--- src/common/busCpuPkg.sv ---
`default_nettype none

package busCpuPkg;

        localparam int wordWidth = 32;   // Data word and bus width
        localparam int regCount = 16;
        localparam int memDepth = 512;
        localparam int addrWidth = 9;    // Low MAR bits that address the RAM
        localparam int opcodeWidth = 5;

        // ALU opcodes, code 4 (div) is not implemented
        localparam logic [opcodeWidth-1:0] opAdd = 5'd1;
        localparam logic [opcodeWidth-1:0] opSub = 5'd2;
        localparam logic [opcodeWidth-1:0] opMul = 5'd3;
        localparam logic [opcodeWidth-1:0] opShr = 5'd5;
        localparam logic [opcodeWidth-1:0] opShl = 5'd6;
        localparam logic [opcodeWidth-1:0] opShra = 5'd7;
        localparam logic [opcodeWidth-1:0] opRor = 5'd8;
        localparam logic [opcodeWidth-1:0] opRol = 5'd9;
        localparam logic [opcodeWidth-1:0] opAnd = 5'd10;
        localparam logic [opcodeWidth-1:0] opOr = 5'd11;
        localparam logic [opcodeWidth-1:0] opNeg = 5'd12;
        localparam logic [opcodeWidth-1:0] opXor = 5'd13;
        localparam logic [opcodeWidth-1:0] opNor = 5'd14;
        localparam logic [opcodeWidth-1:0] opNot = 5'd15;

        // Bus sources, highest priority first
        localparam logic [3:0] srcReg = 4'd0;
        localparam logic [3:0] srcHi = 4'd1;
        localparam logic [3:0] srcLo = 4'd2;
        localparam logic [3:0] srcZHigh = 4'd3;
        localparam logic [3:0] srcZLow = 4'd4;
        localparam logic [3:0] srcPc = 4'd5;
        localparam logic [3:0] srcMdr = 4'd6;
        localparam logic [3:0] srcInPort = 4'd7;
        localparam logic [3:0] srcC = 4'd8;
        localparam logic [3:0] srcNone = 4'd15;  // Nothing drives, bus reads zero

        // One IR word, seen as register form or immediate form
        typedef union packed {
                struct packed {
                        logic [opcodeWidth-1:0] opcode;
                        logic [3:0] ra;
                        logic [3:0] rb;
                        logic [3:0] rc;
                        logic [14:0] unused;
                } rFormat;
                struct packed {
                        logic [opcodeWidth-1:0] opcode;
                        logic [3:0] ra;
                        logic [3:0] rb;
                        logic [18:0] c;  // Signed constant
                } iFormat;
        } instrWord_t;

endpackage

`default_nettype wire

--- src/regfile/registerFile.sv ---
`default_nettype none

module registerFile import busCpuPkg::*; (
        input wire clk,
        input wire rst,
        input wire Gra,
        input wire Grb,
        input wire Grc,
        input wire Rin,
        input wire BAout,
        input wire instrWord_t ir,
        input wire [wordWidth-1:0] busData,
        output logic [wordWidth-1:0] regOut
);

        logic [wordWidth-1:0] regs [regCount];
        logic [3:0] raField;
        logic [3:0] rbField;
        logic [3:0] rcField;
        logic [3:0] regIndex;
        logic baseZero;

        // Register fields of the IR
        always_comb begin
                raField = ir.rFormat.ra;
                rbField = ir.rFormat.rb;
                rcField = ir.rFormat.rc;
        end

        // Select and encode, one Gr strobe per step
        always_comb begin
                regIndex = ({4{Gra}} & raField)
                        | ({4{Grb}} & rbField)
                        | ({4{Grc}} & rcField);
        end

        always_ff @(posedge clk) begin
                if (rst) begin
                        for (int i = 0; i < regCount; i++) begin
                                regs[i] <= '0;
                        end
                end else if (Rin) begin
                        regs[regIndex] <= busData;
                end
        end

        // r0 used as a base address counts as zero
        assign baseZero = BAout && (regIndex == 4'd0);

        always_comb begin
                if (baseZero)
                        regOut = '0;
                else
                        regOut = regs[regIndex];
        end

endmodule

`default_nettype wire

--- config.mk ---
export PLATFORM = sky130hd
export DESIGN_NAME = registerFile
export DESIGN_NICKNAME = d
export VERILOG_FILES = /design/src/common/busCpuPkg.sv /design/src/regfile/registerFile.sv
export SDC_FILE = /design/constraint.sdc
export NUM_CORES = 1
export LEC_CHECK = 0
export BUFFER_PORTS_ARGS = -buffer_cell sky130_fd_sc_hd__buf_2
export CAP_MARGIN = 10
export CORE_MARGIN = 2
export CORE_UTILIZATION = 60
export DETAILED_ROUTE_END_ITERATION = 6
export PLACE_DENSITY = 0.88
export SLEW_MARGIN = 20
export SYNTH_ARGS = -nofsm -noshare
export SYNTH_HDL_FRONTEND = slang
export SYNTH_SLANG_ARGS = --single-unit
--- constraint.sdc ---
create_clock -name clk -period 3 [get_ports clk]
set_input_delay 0.15 -clock clk [delete_from_list [all_inputs] [get_ports clk]]
set_output_delay 0.15 -clock clk [all_outputs]
set_load 0.03 [all_outputs]
==> flow_summary_export.csv <==
group,metric,value,unit
synth,avgSynthCellArea,12.4,um2
clock_tree,path_clk_slew,60,ps
placed_design,place_ws,39.5,ps
die,initial_core_util,61.1,%
synth,ys_seq_area_share,64.8,%
synth,ys_warn_count,0,
finish,multi_input_area,7570,um2
finish,reg.largest.list,"regs (512)",
drt,drt_pre_antenna_iters,6,
synth,synth_nets,1977,
placed_design,dpl.hpwl,38800,um
die,pin_count,103,
global_route,grt_usage,32.3,%
drt,vias,16500,
timing,hold_viol_final,0,
power_and_ir_drop,power_frac_seq,52.2,%
power_and_ir_drop,p_sw,4.10,mW
clock_tree,cts_resized,0,
clock_tree,cts_made_buffers,48,
drt,routed_via_density,6.51,
synth,synthesis.area,23700,um2
run,cap_violations,0,
finish,drive_above_1_share,14.4,%
die,die_y,203,um
worst_setup_path,path_max_fanout,14,
synth,yosysUniqueCellTypes,39,
synth,synth_area_leaders,"edfxtp_1, and2_1, mux2i_1",
drt,wl_per_cell,26.2,um
power_and_ir_drop,intPower,12.1,mW
hold_path,hp-class,"input port to register",
global_route,grt_max_degree,78,
global_route,grt-ovfl-total,0,
worst_setup_path,crit_family,"buffers and inverters",
power_and_ir_drop,clockPowerShare,34.8,%
timing,setup-tns-final,-83.3,ps
synth,synth_common_cells,"and2_1, edfxtp_1, a21oi_1",
timing,slew-limit-headroom,38.6,%
drt,drt_iter0_markers,2420,
synth,yosysMostFrequentCell,"and2_1",
die,die_width,203,um
worst_setup_path,critPathKind,"input port to output pin",
synth,ys_ff_latch,512,
synth,synth_cells,1906,
placed_design,gp_congestion,0.826,
global_route,grt_pass1_wl,98200,um
drt,detail-route-antenna-nets,0,
drt,drc,0,
worst_setup_path,crit_slowest_cell,"o311ai_0",
worst_setup_path,critPathLaunchType,"input port",
outcome,failed_checks,"setup timing",
synth,ys.flop_type,"edfxtp_1",
clock_tree,root_buffer,"clkbuf_16",
worst_setup_path,path_buf_inv,5,
synth,synth_edf_count,512,
timing,setup-violations-final,1,
synth,yosys.area.top_type,"edfxtp_1",
worst_setup_path,path_cells,"buf_2 > a222oi_1 > buf_4 > nand2b_2 > buf_4 > o311ai_0 > buf_4 > buf_2",
finish,area_delta_synth_final,12.2,%
power_and_ir_drop,switching_share,25.4,%
finish,regArea,15400,um2
timing,finalCriticalPeriod,3080,ps
global_route,first_global_vias,16500,
worst_setup_path,end_kind,"output pin",
drt,drt-total-wl,66300,um
clock_tree,clk_path_buf_depth,3,
finish,largest_register,"regs",
finish,nets,2045,
power_and_ir_drop,power.leakage,10.0,nW
timing,max_freq,324,MHz
die,rows,72,
timing,tightest_slew,909,ps
finish,nFillCells,2385,
power_and_ir_drop,vdd_drop_max,0.602,mV
power_and_ir_drop,power_density,607,nW/um2
clock_tree,cts_sinks,512,
timing,grt_setup_unrepaired,"false",
synth,synth_top_area_share,64.8,%
timing,layout_setup_ws,-83.3,ps
synth,async_flop_share,0,%
outcome,status,"complete, but fails checks",
worst_setup_path,crit_required,2850,ps
finish,largest_reg_flops,512,
placed_design,io_buffers,82,
timing,maxSlewViolCount,0,
worst_setup_path,critPathMostFrequentCell,"buf_4",
die,dieArea,41100,um2
die,core_area,38800,um2
worst_setup_path,cp.arrival,2930,ps
clock_tree,cts_max_level,2,
global_route,antenna_found_initial,8,
clock_tree,tritoncts,"done",
power_and_ir_drop,comb_power_share,12.9,%
worst_setup_path,max_stage_delay,810,ps
timing,post-route-period-util,103,%
-- layer usage --
layer | track usage, % | vias to the layer above | wire [um]
met3 | 9.57 | 310 | 8980
met2 | 51.4 | 1294 | 31200
met1 | 39.6 | 7934 | 22200
met4 | 18.9 | 8 | 3880
met5 | 0 | - | 54
li1 | - | 6941 | -
-- power groups by stage --
| stage | Combinational, mW | Sequential [mW] | Clock [mW] |
|---|---|---|---|
| 2_1_floorplan | 1.23 | 8.53 | 0 |
| 3_3_place_gp | 1.95 | 8.54 | 0 |
| 3_5_place_dp | 2.02 | 8.57 | 0 |
| 6_report | 2.09 | 8.43 | 5.63 |
| 5_1_grt | 2.18 | 8.46 | 5.88 |
| 4_1_cts | 2.04 | 8.43 | 5.61 |
-- kinds of logic (layout without fill, tap and decap cells) --
kind of cell | after synthesis | count (layout) | synth area share [%]
buffers and inverters | 202 | 307 | 3.47
other | 0 | 5 | 0
AO/OA/AOI/OAI | 375 | 375 | 10.1
AND/OR/NAND/NOR | 719 | 719 | 17.4
flip-flops | 512 | 512 | 64.8
multiplexers | 98 | 98 | 4.14
-- per-stage QoR --
stage	hold WS (ps)	instances	util, %	power (mW)	area, um2
finish	30.8	2534	68.5	16.1	26600
detailed placement	594	2441	64.8	10.6	25200
floorplan	348	1906	-	9.76	23700
CTS	6.16	2528	68.5	16.1	26600
global route	43.3	2531	68.5	16.5	26600
global placement	585	2441	64.8	10.5	25200
-- placed cells by master, fill, tap and decap left out, types with 15 or more instances in the layout --
cell type  count
a211oi_1      23
and2_1       515
o22ai_1       15
a21o_1        32
nor2_2        16
a21oi_1      163
clkbuf_16     49
buf_12        21
or2_2         17
a22oi_1       19
buf_2         82
inv_1         33
o21ai_0       35
clkbuf_1      17
buf_4         84
edfxtp_1     512
o311ai_0      15
mux2i_1       98
nand2_1      135
a211o_1       18
-- final timing paths --
kind | cells after the start | slack (ps) | end | startpoint
worst max-delay path | 8 | -80 | regOut[15] | Gra
worst min-delay path | 2 | 30 | regs[15][26]$_SDFFCE_PN0P_ | busData[26]
-- cell type report --
cell class / instances / area share [%]
Antenna cell: 5 / 0.0470
Sequential cell: 512 / 57.8
Inverter: 33 / 0.466
Timing Repair Buffer: 187 / 5.49
Clock inverter: 21 / 0.480
Clock buffer: 66 / 4.85
Multi-Input combinational cell: 1192 / 28.4
Tap cell: 518 / 2.44
-- timing repair --
action,in CTS,in global routing
hold endpoints to repair,0,0
hold buffers,0,0
buffers inserted,0,1
endpoints found under the setup margin,0,2
Power figures use the tool's default switching activity.
