$ cat src/common/busCpuPkg.sv
`default_nettype none

package busCpuPkg;

        localparam int wordWidth = 32;   // Data word and bus width
        localparam int regCount = 16;
        localparam int memDepth = 512;
        localparam int addrWidth = 9;    // Low MAR bits that address the RAM
        localparam int opcodeWidth = 5;

        // ALU opcodes, code 4 (div) is not implemented
        localparam logic [opcodeWidth-1:0] opAdd = 5'd1;
        localparam logic [opcodeWidth-1:0] opSub = 5'd2;
        localparam logic [opcodeWidth-1:0] opMul = 5'd3;
        localparam logic [opcodeWidth-1:0] opShr = 5'd5;
        localparam logic [opcodeWidth-1:0] opShl = 5'd6;
        localparam logic [opcodeWidth-1:0] opShra = 5'd7;
        localparam logic [opcodeWidth-1:0] opRor = 5'd8;
        localparam logic [opcodeWidth-1:0] opRol = 5'd9;
        localparam logic [opcodeWidth-1:0] opAnd = 5'd10;
        localparam logic [opcodeWidth-1:0] opOr = 5'd11;
        localparam logic [opcodeWidth-1:0] opNeg = 5'd12;
        localparam logic [opcodeWidth-1:0] opXor = 5'd13;
        localparam logic [opcodeWidth-1:0] opNor = 5'd14;
        localparam logic [opcodeWidth-1:0] opNot = 5'd15;

        // Bus sources, highest priority first
        localparam logic [3:0] srcReg = 4'd0;
        localparam logic [3:0] srcHi = 4'd1;
        localparam logic [3:0] srcLo = 4'd2;
        localparam logic [3:0] srcZHigh = 4'd3;
        localparam logic [3:0] srcZLow = 4'd4;
        localparam logic [3:0] srcPc = 4'd5;
        localparam logic [3:0] srcMdr = 4'd6;
        localparam logic [3:0] srcInPort = 4'd7;
        localparam logic [3:0] srcC = 4'd8;
        localparam logic [3:0] srcNone = 4'd15;  // Nothing drives, bus reads zero

        // One IR word, seen as register form or immediate form
        typedef union packed {
                struct packed {
                        logic [opcodeWidth-1:0] opcode;
                        logic [3:0] ra;
                        logic [3:0] rb;
                        logic [3:0] rc;
                        logic [14:0] unused;
                } rFormat;
                struct packed {
                        logic [opcodeWidth-1:0] opcode;
                        logic [3:0] ra;
                        logic [3:0] rb;
                        logic [18:0] c;  // Signed constant
                } iFormat;
        } instrWord_t;

endpackage

`default_nettype wire

$ cat src/logic/busSourceSelect.sv
`default_nettype none

module busSourceSelect import busCpuPkg::*; (
        input wire regEnable,   // Rout or BAout
        input wire HIout,
        input wire LOout,
        input wire ZHighOut,
        input wire ZLowOut,
        input wire PCout,
        input wire MDRout,
        input wire InPortOut,
        input wire Cout,
        input wire [wordWidth-1:0] regWord,
        input wire [wordWidth-1:0] hiWord,
        input wire [wordWidth-1:0] loWord,
        input wire [wordWidth-1:0] zHighWord,
        input wire [wordWidth-1:0] zLowWord,
        input wire [wordWidth-1:0] pcWord,
        input wire [wordWidth-1:0] mdrWord,
        input wire [wordWidth-1:0] inPortWord,
        input wire [wordWidth-1:0] cWord,
        output logic [wordWidth-1:0] busData,
        output logic busConflict
);

        logic [3:0] srcIndex;
        logic [3:0] enableCount;

        // Fixed priority encode of the out-enables
        always_comb begin
                if (regEnable)
                        srcIndex = srcReg;
                else if (HIout)
                        srcIndex = srcHi;
                else if (LOout)
                        srcIndex = srcLo;
                else if (ZHighOut)
                        srcIndex = srcZHigh;
                else if (ZLowOut)
                        srcIndex = srcZLow;
                else if (PCout)
                        srcIndex = srcPc;
                else if (MDRout)
                        srcIndex = srcMdr;
                else if (InPortOut)
                        srcIndex = srcInPort;
                else if (Cout)
                        srcIndex = srcC;
                else
                        srcIndex = srcNone;
        end

        always_comb begin
                case (srcIndex)
                        srcReg: busData = regWord;
                        srcHi: busData = hiWord;
                        srcLo: busData = loWord;
                        srcZHigh: busData = zHighWord;
                        srcZLow: busData = zLowWord;
                        srcPc: busData = pcWord;
                        srcMdr: busData = mdrWord;
                        srcInPort: busData = inPortWord;
                        srcC: busData = cWord;
                        default: busData = '0;  // Idle bus
                endcase
        end

        // Two or more drivers in one step is a conflict
        always_comb begin
                enableCount = 4'(regEnable) + 4'(HIout) + 4'(LOout) + 4'(ZHighOut)
                        + 4'(ZLowOut) + 4'(PCout) + 4'(MDRout) + 4'(InPortOut) + 4'(Cout);
                busConflict = (enableCount > 4'd1);
        end

endmodule

`default_nettype wire

$ cat config.mk
export PLATFORM = sky130hd
export DESIGN_NAME = busSourceSelect
export DESIGN_NICKNAME = d
export VERILOG_FILES = /design/src/common/busCpuPkg.sv /design/src/logic/busSourceSelect.sv
export SDC_FILE = /design/constraint.sdc
export NUM_CORES = 1
export LEC_CHECK = 0
export BUFFER_PORTS_ARGS = -buffer_cell sky130_fd_sc_hd__buf_2
export CAP_MARGIN = 5
export CORE_AREA = 4 4 125 127
export DETAILED_ROUTE_END_ITERATION = 10
export DIE_AREA = 0 0 129 131
export REMOVE_ABC_BUFFERS = 1
export SLEW_MARGIN = 20
export SYNTH_ARGS = -nofsm -noshare
export SYNTH_HDL_FRONTEND = slang
export SYNTH_SLANG_ARGS = --single-unit
$ cat constraint.sdc
create_clock -name vclk -period 6.2
set_input_delay 0.62 -clock vclk [all_inputs]
set_output_delay 0.62 -clock vclk [all_outputs]
set_load 0.05 [all_outputs]
==> impl_metrics.py <==
metrics = {
    "critical_path": {
        "path_delay_family": "adder cells",
        "critPathLaunchType": "input port",
        "arrival_ns": 3.90,
        "cp-end-kind": "output pin",
        "crit_chain": "buf_2, fa_1, inv_1, fa_1, fa_1, inv_1, fa_1, inv_1, fa_1, a211oi_1, mux2_2, nand2_1, buf_2",
        "worstPathRequired_ns": 5.58,
        "crit_buf_inv": 5,
        "slowest_stage": "fa_1",
        "cp-startpoint": "regEnable",
        "crit_top_cell": "fa_1",
        "worstSetupPathType": "input port to output pin",
        "critical_path.max_fanout": 31,
        "critical-path-max-stage-delay_ns": 0.50,
    },
    "synth": {
        "yosys.area.top_type": "a222oi_1",
        "synth.top_cell.area_share_pct": 10.7,
        "syn_avg_cell_area_sq_um": 6.78,
        "ys_top_cells_by_count": "nand2_1 (41), a22oi_1 (32), clkbuf_1 (26), a222oi_1 (25), nor2_1 (25)",
        "seq_area_frac_synth_pct": 0,
        "yosys_warnings": 0,
        "synth.top_cells.by_area": "a222oi_1 (11%), a22oi_1 (10%), a22o_1 (7.9%)",
        "syn_inst": 344,
        "synth_cell_types": 45,
        "synth.most_common_cell": "nand2_1",
        "synth_area_sq_mm": 0.00233,
    },
    "power_and_ir_drop": {
        "netSwitchingPower_uw": 226,
        "switching_share_pct": 60.0,
        "power_frac_seq_pct": 0,
        "comb_power_share_pct": 100.0,
        "irDropWorstVdd_mv": 0.0365,
        "p_int_uw": 151,
        "fin_total_pwr_uw": 377,
        "powerDensity_mw_per_mm2": 89.9,
        "p_clk_share_pct": 0,
        "cellLeakagePower_uw": 0.00204,
    },
    "routing": {
        "vias": 4448,
        "vias_per_cell": 5.33,
        "drt-total-wl_mm": 17.1,
        "routedWlPerCell_microns": 20.4,
        "initialDrtViolationCount": 411,
        "route.detailed.drc": 0,
        "dr.pass1.iters": 9,
        "ant_nets": 0,
    },
    "floorplanning": {
        "ioPinCount": 330,
        "die_x_microns": 129,
        "rows": 44,
        "start_util_pct": 16.2,
        "dieArea_sq_mm": 0.0169,
        "core-area_sq_mm": 0.0144,
        "die_y_microns": 131,
    },
    "job": {
        "cap_violations": 0,
    },
    "cells_and_area": {
        "area.growth.synth_to_final_pct": 79.8,
        "seq_cell_count": 0,
        "final_nets": 956,
        "seqCellArea_sq_um": 0,
        "num-clock-buffers": 0,
        "fin_util_pct": 29.1,
        "drive_gt1_share_pct": 55.2,
    },
    "timing": {
        "rsz0062_at_grt": "false",
        "slew_headroom_pct": 23.3,
        "fmax_mhz": 221,
        "worst_slack_ns": 1.68,
        "finalHoldViolations": 0,
        "period_needed_ns": 4.52,
        "fin_crit_sh_pct": 73.0,
        "finalSetupTns_ns": 0,
        "worst_pin_slew_ns": 1.15,
        "setup_viol": 0,
        "drv_slew": 0,
    },
    "placed_design": {
        "dpl.hpwl_mm": 13.7,
        "io_buffer_count": 330,
        "place_congestion": 0.809,
        "dp_slack_ns": 1.70,
    },
    "global_routing": {
        "antenna_found_initial": 3,
        "gr-total-overflow": 0,
        "grt_first_pass_wirelength_mm": 23.0,
        "grt_usage_pct": 17.5,
        "grt_max_degree": 39,
        "grt_pass1_vias": 4115,
    },
    "min_path": {
        "hold_path.class": "input port to output pin",
        "min_from": "cWord[28]",
    },
    "clock_tree": {
        "cts_setup_buffers": 0,
        "cts_resized": 0,
        "hold_buffers": 0,
    },
    "run_status": {
        "status": "finished clean",
    },
}
[final timing paths]
check	to	slack, ns	cells past startpoint
max	busConflict	1.68	13
min	busData[28]	1.66	4
[metal layers]
layer | track usage [%] | share of wire [%] | up-vias
li1 | - | - | 2039
met1 | 22.5 | 39 | 2043
met2 | 30.9 | 49 | 329
met3 | 2.40 | 9.8 | 33
met4 | 4.57 | 2.3 | 4
met5 | 0 | 0.16 | -
[tightest hold or removal path, delay by kind of cell]
family | cells | cell delay [ns]
buffers and inverters | 2 | 0.31
AND/OR/NAND/NOR | 2 | 0.11
[power groups by stage]
stage                     clock network [uW]  logic [uW]  registers, uW
after floorplan                            0         205              0
after global placement                     0         373              0
after detailed placement                   0         376              0
after CTS                                  0         377              0
after global routing               0.0000216         406              0
final                              0.0000216         377              0
[cells in the final DEF, fill, tap and decap left out, types with 3 or more instances in the layout]
master and n:
nand2_1 41, a211oi_1 3, a22o_1 21, nand2b_1 9, a22oi_1 32, or2_2 6
fa_1 5, buf_4 10, a221oi_1 13, nor2b_1 6, o21ai_0 17, a222oi_1 25
nor2_1 24, buf_2 330, o21a_1 3, nand3_1 4, a311o_1 11, mux2i_1 6
a221o_1 11, inv_1 13, a31oi_1 9, o22ai_1 3, mux2_2 4, a21oi_1 12
nand4_1 6
[metrics by stage]
stage / hold slack, ns / instances / area, sq um
after floorplan: 1.66 / 310 / 2190
after global placement: 1.65 / 834 / 4190
after detailed placement: 1.65 / 834 / 4190
after CTS: 1.65 / 834 / 4190
after global routing: 1.67 / 835 / 4190
final: 1.66 / 835 / 4190
[area by class of cell]
cell class                      count  area, sq um
Multi-Input combinational cell    297         2180
Tap cell                          184          230
Timing Repair Buffer              340         1730
Inverter                           13         48.8
Antenna cell                        1         2.50
Fill cell                        1662        10200
[cells by family (layout without fill, tap and decap cells)]
kind of cell | count (synthesis) | count (layout) | share of synthesized area, %
mux | 10 | 10 | 4.51
compound gates | 168 | 168 | 58.5
fa+ha+maj | 7 | 7 | 5.37
simple gates | 112 | 112 | 23.4
buf+inv | 47 | 353 | 8.27
other cells | 0 | 1 | 0
(Power assumes the default switching activity.)
