### src/common/busCpuPkg.sv
`default_nettype none

package busCpuPkg;

        localparam int wordWidth = 32;   // Data word and bus width
        localparam int regCount = 16;
        localparam int memDepth = 512;
        localparam int addrWidth = 9;    // Low MAR bits that address the RAM
        localparam int opcodeWidth = 5;

        // ALU opcodes, code 4 (div) is not implemented
        localparam logic [opcodeWidth-1:0] opAdd = 5'd1;
        localparam logic [opcodeWidth-1:0] opSub = 5'd2;
        localparam logic [opcodeWidth-1:0] opMul = 5'd3;
        localparam logic [opcodeWidth-1:0] opShr = 5'd5;
        localparam logic [opcodeWidth-1:0] opShl = 5'd6;
        localparam logic [opcodeWidth-1:0] opShra = 5'd7;
        localparam logic [opcodeWidth-1:0] opRor = 5'd8;
        localparam logic [opcodeWidth-1:0] opRol = 5'd9;
        localparam logic [opcodeWidth-1:0] opAnd = 5'd10;
        localparam logic [opcodeWidth-1:0] opOr = 5'd11;
        localparam logic [opcodeWidth-1:0] opNeg = 5'd12;
        localparam logic [opcodeWidth-1:0] opXor = 5'd13;
        localparam logic [opcodeWidth-1:0] opNor = 5'd14;
        localparam logic [opcodeWidth-1:0] opNot = 5'd15;

        // Bus sources, highest priority first
        localparam logic [3:0] srcReg = 4'd0;
        localparam logic [3:0] srcHi = 4'd1;
        localparam logic [3:0] srcLo = 4'd2;
        localparam logic [3:0] srcZHigh = 4'd3;
        localparam logic [3:0] srcZLow = 4'd4;
        localparam logic [3:0] srcPc = 4'd5;
        localparam logic [3:0] srcMdr = 4'd6;
        localparam logic [3:0] srcInPort = 4'd7;
        localparam logic [3:0] srcC = 4'd8;
        localparam logic [3:0] srcNone = 4'd15;  // Nothing drives, bus reads zero

        // One IR word, seen as register form or immediate form
        typedef union packed {
                struct packed {
                        logic [opcodeWidth-1:0] opcode;
                        logic [3:0] ra;
                        logic [3:0] rb;
                        logic [3:0] rc;
                        logic [14:0] unused;
                } rFormat;
                struct packed {
                        logic [opcodeWidth-1:0] opcode;
                        logic [3:0] ra;
                        logic [3:0] rb;
                        logic [18:0] c;  // Signed constant
                } iFormat;
        } instrWord_t;

endpackage

`default_nettype wire

### src/logic/specialRegisters.sv
`default_nettype none

module specialRegisters import busCpuPkg::*; (
        input wire clk,
        input wire rst,
        input wire PCin,
        input wire incPC,
        input wire IRin,
        input wire Yin,
        input wire Zin,
        input wire HIin,
        input wire LOin,
        input wire InPortIn,
        input wire OutPortIn,
        input wire [wordWidth-1:0] busData,
        input wire [2*wordWidth-1:0] aluResult,
        input wire [wordWidth-1:0] inPortData,
        output logic [wordWidth-1:0] pcOut,
        output instrWord_t ir,
        output logic [wordWidth-1:0] yOut,
        output logic [wordWidth-1:0] zHigh,
        output logic [wordWidth-1:0] zLow,
        output logic [wordWidth-1:0] hiOut,
        output logic [wordWidth-1:0] loOut,
        output logic [wordWidth-1:0] inPortOut,
        output logic [wordWidth-1:0] cOut,
        output logic [wordWidth-1:0] outPortData
);

        logic [2*wordWidth-1:0] z;

        always_ff @(posedge clk) begin
                if (rst) begin
                        pcOut <= '0;
                        ir <= '0;
                        yOut <= '0;
                        z <= '0;
                        hiOut <= '0;
                        loOut <= '0;
                        inPortOut <= '0;
                        outPortData <= '0;
                end else begin
                        if (PCin)
                                pcOut <= busData;  // Bus load beats increment
                        else if (incPC)
                                pcOut <= pcOut + 1'b1;
                        if (IRin)
                                ir <= busData;
                        if (Yin)
                                yOut <= busData;
                        if (Zin)
                                z <= aluResult;
                        // Product halves from a mul step
                        if (HIin)
                                hiOut <= aluResult[2*wordWidth-1:wordWidth];
                        if (LOin)
                                loOut <= aluResult[wordWidth-1:0];
                        if (InPortIn)
                                inPortOut <= inPortData;
                        if (OutPortIn)
                                outPortData <= busData;
                end
        end

        assign zHigh = z[2*wordWidth-1:wordWidth];
        assign zLow = z[wordWidth-1:0];

        // Sign-extend the 19-bit immediate
        assign cOut = {{(wordWidth-19){ir.iFormat.c[18]}}, ir.iFormat.c};

endmodule

`default_nettype wire

### config.mk
export PLATFORM = sky130hd
export DESIGN_NAME = specialRegisters
export DESIGN_NICKNAME = d
export VERILOG_FILES = /design/src/common/busCpuPkg.sv /design/src/logic/specialRegisters.sv
export SDC_FILE = /design/constraint.sdc
export NUM_CORES = 1
export LEC_CHECK = 0
export BUFFER_PORTS_ARGS = -buffer_cell sky130_fd_sc_hd__buf_2
export CAP_MARGIN = 5
export CORE_ASPECT_RATIO = 0.7
export CORE_UTILIZATION = 40
export DETAILED_ROUTE_END_ITERATION = 10
export GPL_TIMING_DRIVEN = 0
export PLACE_DENSITY = 0.73
export SLEW_MARGIN = 10
export SYNTH_ARGS = -nofsm -noshare
export SYNTH_HDL_FRONTEND = slang
export SYNTH_SLANG_ARGS = --single-unit
### constraint.sdc
create_clock -name clk -period 1.95 [get_ports clk]
set_input_delay 0.2925 -clock clk [delete_from_list [all_inputs] [get_ports clk]]
set_output_delay 0.2925 -clock clk [all_outputs]
set_load 0.005 [all_outputs]
==> impl_metrics.py <==
metrics = {
    "layout": {
        "nets": 1825,
        "regArea_um2": 5830,
        "design_area_um2": 15900,
        "final_cells": 2070,
        "layout_commonest_cell": "buf_2",
        "nFillCells": 2280,
        "multi_input_area_um2": 4830,
        "final_cell_mix": "buf_2 (452), nor2_1 (283), dfxtp_1 (269), mux2i_1 (257), dlygate4sd3_1 (86)",
        "antenna_cells": 0,
        "syn2layout_area_growth_pct": 43.4,
        "drive_gt1_share_pct": 34.1,
    },
    "worst_setup_path": {
        "arrival_ps": 2440,
        "crit_fanout": 6,
        "r2r_start": "pcOut[12]",
        "reg2reg_depth": 4,
        "reg2reg_to": "pcOut[18]",
        "end_kind": "flip-flop",
        "startpoint_type": "flip-flop",
        "crit_type": "flip-flop to flip-flop",
        "ff2ff_setup_slack_ps": -30,
        "required_ps": 2410,
        "startpoint": "pcOut[12]",
    },
    "die": {
        "chipWidth_um": 201,
        "io_pins": 459,
        "die_area_um2": 28300,
        "rows": 50,
        "core_area_um2": 27000,
        "start_util_pct": 41.0,
        "die_h_um": 141,
    },
    "clock_tree": {
        "tritoncts": "yes",
        "clk-insertion-delay-late_ps": 560,
        "clk_transition_reported_paths_ps": 70,
        "cts_htree_levels": 1,
        "cts_buffer_depth": 3,
        "cts.sinks": 288,
        "numCtsBuffers": 28,
        "cts_root_buffer": "clkbuf_16",
    },
    "route": {
        "dr.pass1.iters": 5,
        "first_iter_violations": 639,
        "drc_errors": 0,
        "ant_nets": 0,
        "routedWlPerCell_um": 18.3,
        "routed-via-count": 10500,
        "routed_wirelength_mm": 37.8,
        "viasPerCell": 5.08,
    },
    "hold_path": {
        "min_path_type": "primary input to flip-flop",
        "min_from": "busData[2]",
        "hold_end": "pcOut[2]",
        "hold_depth": 3,
    },
    "global_routing": {
        "grt_overflow": 0,
        "grt_pass1_vias": 10200,
        "grt_max_degree": 17,
        "grt_pass1_wl_mm": 56.4,
        "antenna_found_initial": 1,
        "track_usage_pct": 25.1,
    },
    "sta": {
        "fin_skew_ps": 15.5,
        "final_hold_viol_count": 0,
        "max_freq_mhz": 505,
        "setup_ws_ps": -32.2,
        "whs_ps": 22.8,
        "grt_setup_unrepaired": "true",
        "finalSetupViolations": 4,
        "max_slew_margin_pct": 41.6,
        "worst_pin_slew_ps": 877,
        "period_minus_slack_ps": 1980,
        "slew_viol_final": 0,
        "timing.final.crit_share_pct": 102,
    },
    "synth": {
        "synth_flop_cell": "dfxtp_1",
        "synth_edf_count": 0,
        "yosys-top-cells-area": "dfxtp_1 (52%), mux2i_1 (23%), nor2_1 (9.6%)",
        "synth.distinct_cells": 44,
        "ys_seq_area_share_pct": 52.1,
        "synth-async-reset-ratio_pct": 0,
        "yosys_warnings": 0,
        "synth_area_leader_cell": "dfxtp_1",
        "avgSynthCellArea_um2": 9.98,
        "synthCells": 1109,
        "synth_area_um2": 11100,
        "netlist.area_leader.share_pct": 52.1,
        "ys_ff_latch": 288,
        "syn_nets": 1249,
    },
    "pwr": {
        "power.internal_uw": 10600,
        "p_switching_uw": 3600,
        "ir_drop_uv": 782,
        "swShare_pct": 25.3,
        "p_leak_uw": 0.00797,
        "p_clk_share_pct": 41.2,
        "pwr-share-comb_pct": 13.1,
        "finalPower_uw": 14200,
        "p_per_area_nw_per_um2": 896,
        "p_seq_share_pct": 45.7,
    },
    "placed_design": {
        "place_inst": 1924,
        "dpl.hpwl_mm": 27.2,
        "dpl_cell_area_um2": 13800,
        "port_buffers": 451,
        "gp_congestion": 0.919,
    },
    "run_status": {
        "status": "finished with violations",
        "failed_checks": "setup timing",
    },
    "job": {
        "maxCapViolations": 0,
    },
}
[cell families after synthesis]
logic type	Yosys count	share of synthesized area, %
DFF	288	52.1
muxes	257	23.3
AOI/OAI and AO/OA	57	3.72
xor gates and xnor gates	10	0.792
adders and majority gates	1	0.113
and+or+nand+nor	380	14.9
buffers and inverters	116	5.07
[worst max-delay path, cell delays in order, from the launching register on]
cell and delay [ps]:
dfxtp_4 380, nand4_1 170, or4_4 570, or4_4 500, a311oi_2 260
[power by group through the flow]
stage	Combinational (µW)	Sequential (µW)	Clock, µW
after floorplan	807	6620	0
after global placement	1650	6600	0
after detailed placement	1680	6610	0
after CTS	1840	6490	5930
after global routing	2010	6530	6180
final	1860	6500	5860
[synth_stat cells, types with 2 or more instances]
| library cell | number |
|---|---|
| nand3_1 | 17 |
| buf_1 | 22 |
| dfxtp_1 | 288 |
| and4_1 | 2 |
| o211ai_1 | 3 |
| or4_1 | 11 |
| and3_1 | 2 |
| clkbuf_1 | 50 |
| xnor2_1 | 5 |
| a311oi_1 | 9 |
| and2_1 | 2 |
| o31a_1 | 2 |
| nand4_1 | 14 |
| nor4b_1 | 2 |
| o21ai_0 | 6 |
| inv_1 | 9 |
| nor3b_1 | 2 |
| a2111oi_0 | 2 |
| mux2i_1 | 257 |
| o21bai_1 | 3 |
| o31ai_1 | 6 |
| nor4_1 | 10 |
| nand2_1 | 16 |
| a211oi_1 | 10 |
| buf_4 | 33 |
| or3b_2 | 2 |
| a31oi_1 | 4 |
| nor2_1 | 283 |
| xor2_1 | 5 |
| or3_1 | 5 |
| nor3_1 | 7 |
| a21oi_1 | 8 |
[worst max-delay path by stage]
| stage | endpoint | slack [ps] | cells past startpoint |
|---|---|---|---|
| 6_report | pcOut[18] | -30 | 4 |
| 5_1_grt | pcOut[18] | -130 | 4 |
| 4_1_cts | pcOut[31] | 10 | 4 |
| 3_5_place_dp | loOut[3] | -580 | 5 |
| 3_3_place_gp | inPortOut[29] | -570 | 5 |
| 2_1_floorplan | pcOut[16] | 2 | 5 |
[cell type report]
type / count / share of cell area (%)
sequential: 288 / 36.7
clock inverter: 16 / 1.39
multi-input combinational: 705 / 30.5
timing repair buffer: 547 / 20.1
clock buffer: 35 / 4.84
inverter: 10 / 0.237
buffer: 105 / 3.35
tap: 364 / 2.87
[flip-flops by register name (all words and copies together), names as in the netlist]
signal	flops
pcOut	32
hiOut	32
z	64
inPortOut	32
loOut	32
yOut	32
ir	32
outPortData	32
[layer usage]
| metal | GRT usage [%] | wire, µm |
|---|---|---|
| met5 | 0 | 13 |
| met4 | 9.60 | 1350 |
| met3 | 6.36 | 3050 |
| met2 | 42.3 | 17800 |
| met1 | 31.1 | 15500 |
[metrics by stage]
stage | TNS (ps) | utilization [%] | setup slack (ps)
finish | -76.5 | 58.8 | -32.2
global route | -803 | 58.8 | -125
CTS | 0 | 58.5 | 9.81
detailed placement | -63850 | 51.1 | -577
global placement | -62530 | 51.1 | -572
floorplan | 0 | - | 1.88
[repair_timing]
item,in CTS,in global routing
resized for setup,38,19
setup endpoints to repair,19,18
cloned,0,0
buffers inserted,5,5
hold endpoints to repair,121,0
hold buffers,86,0
pin swaps,6,8
(Power assumes the default switching activity.)
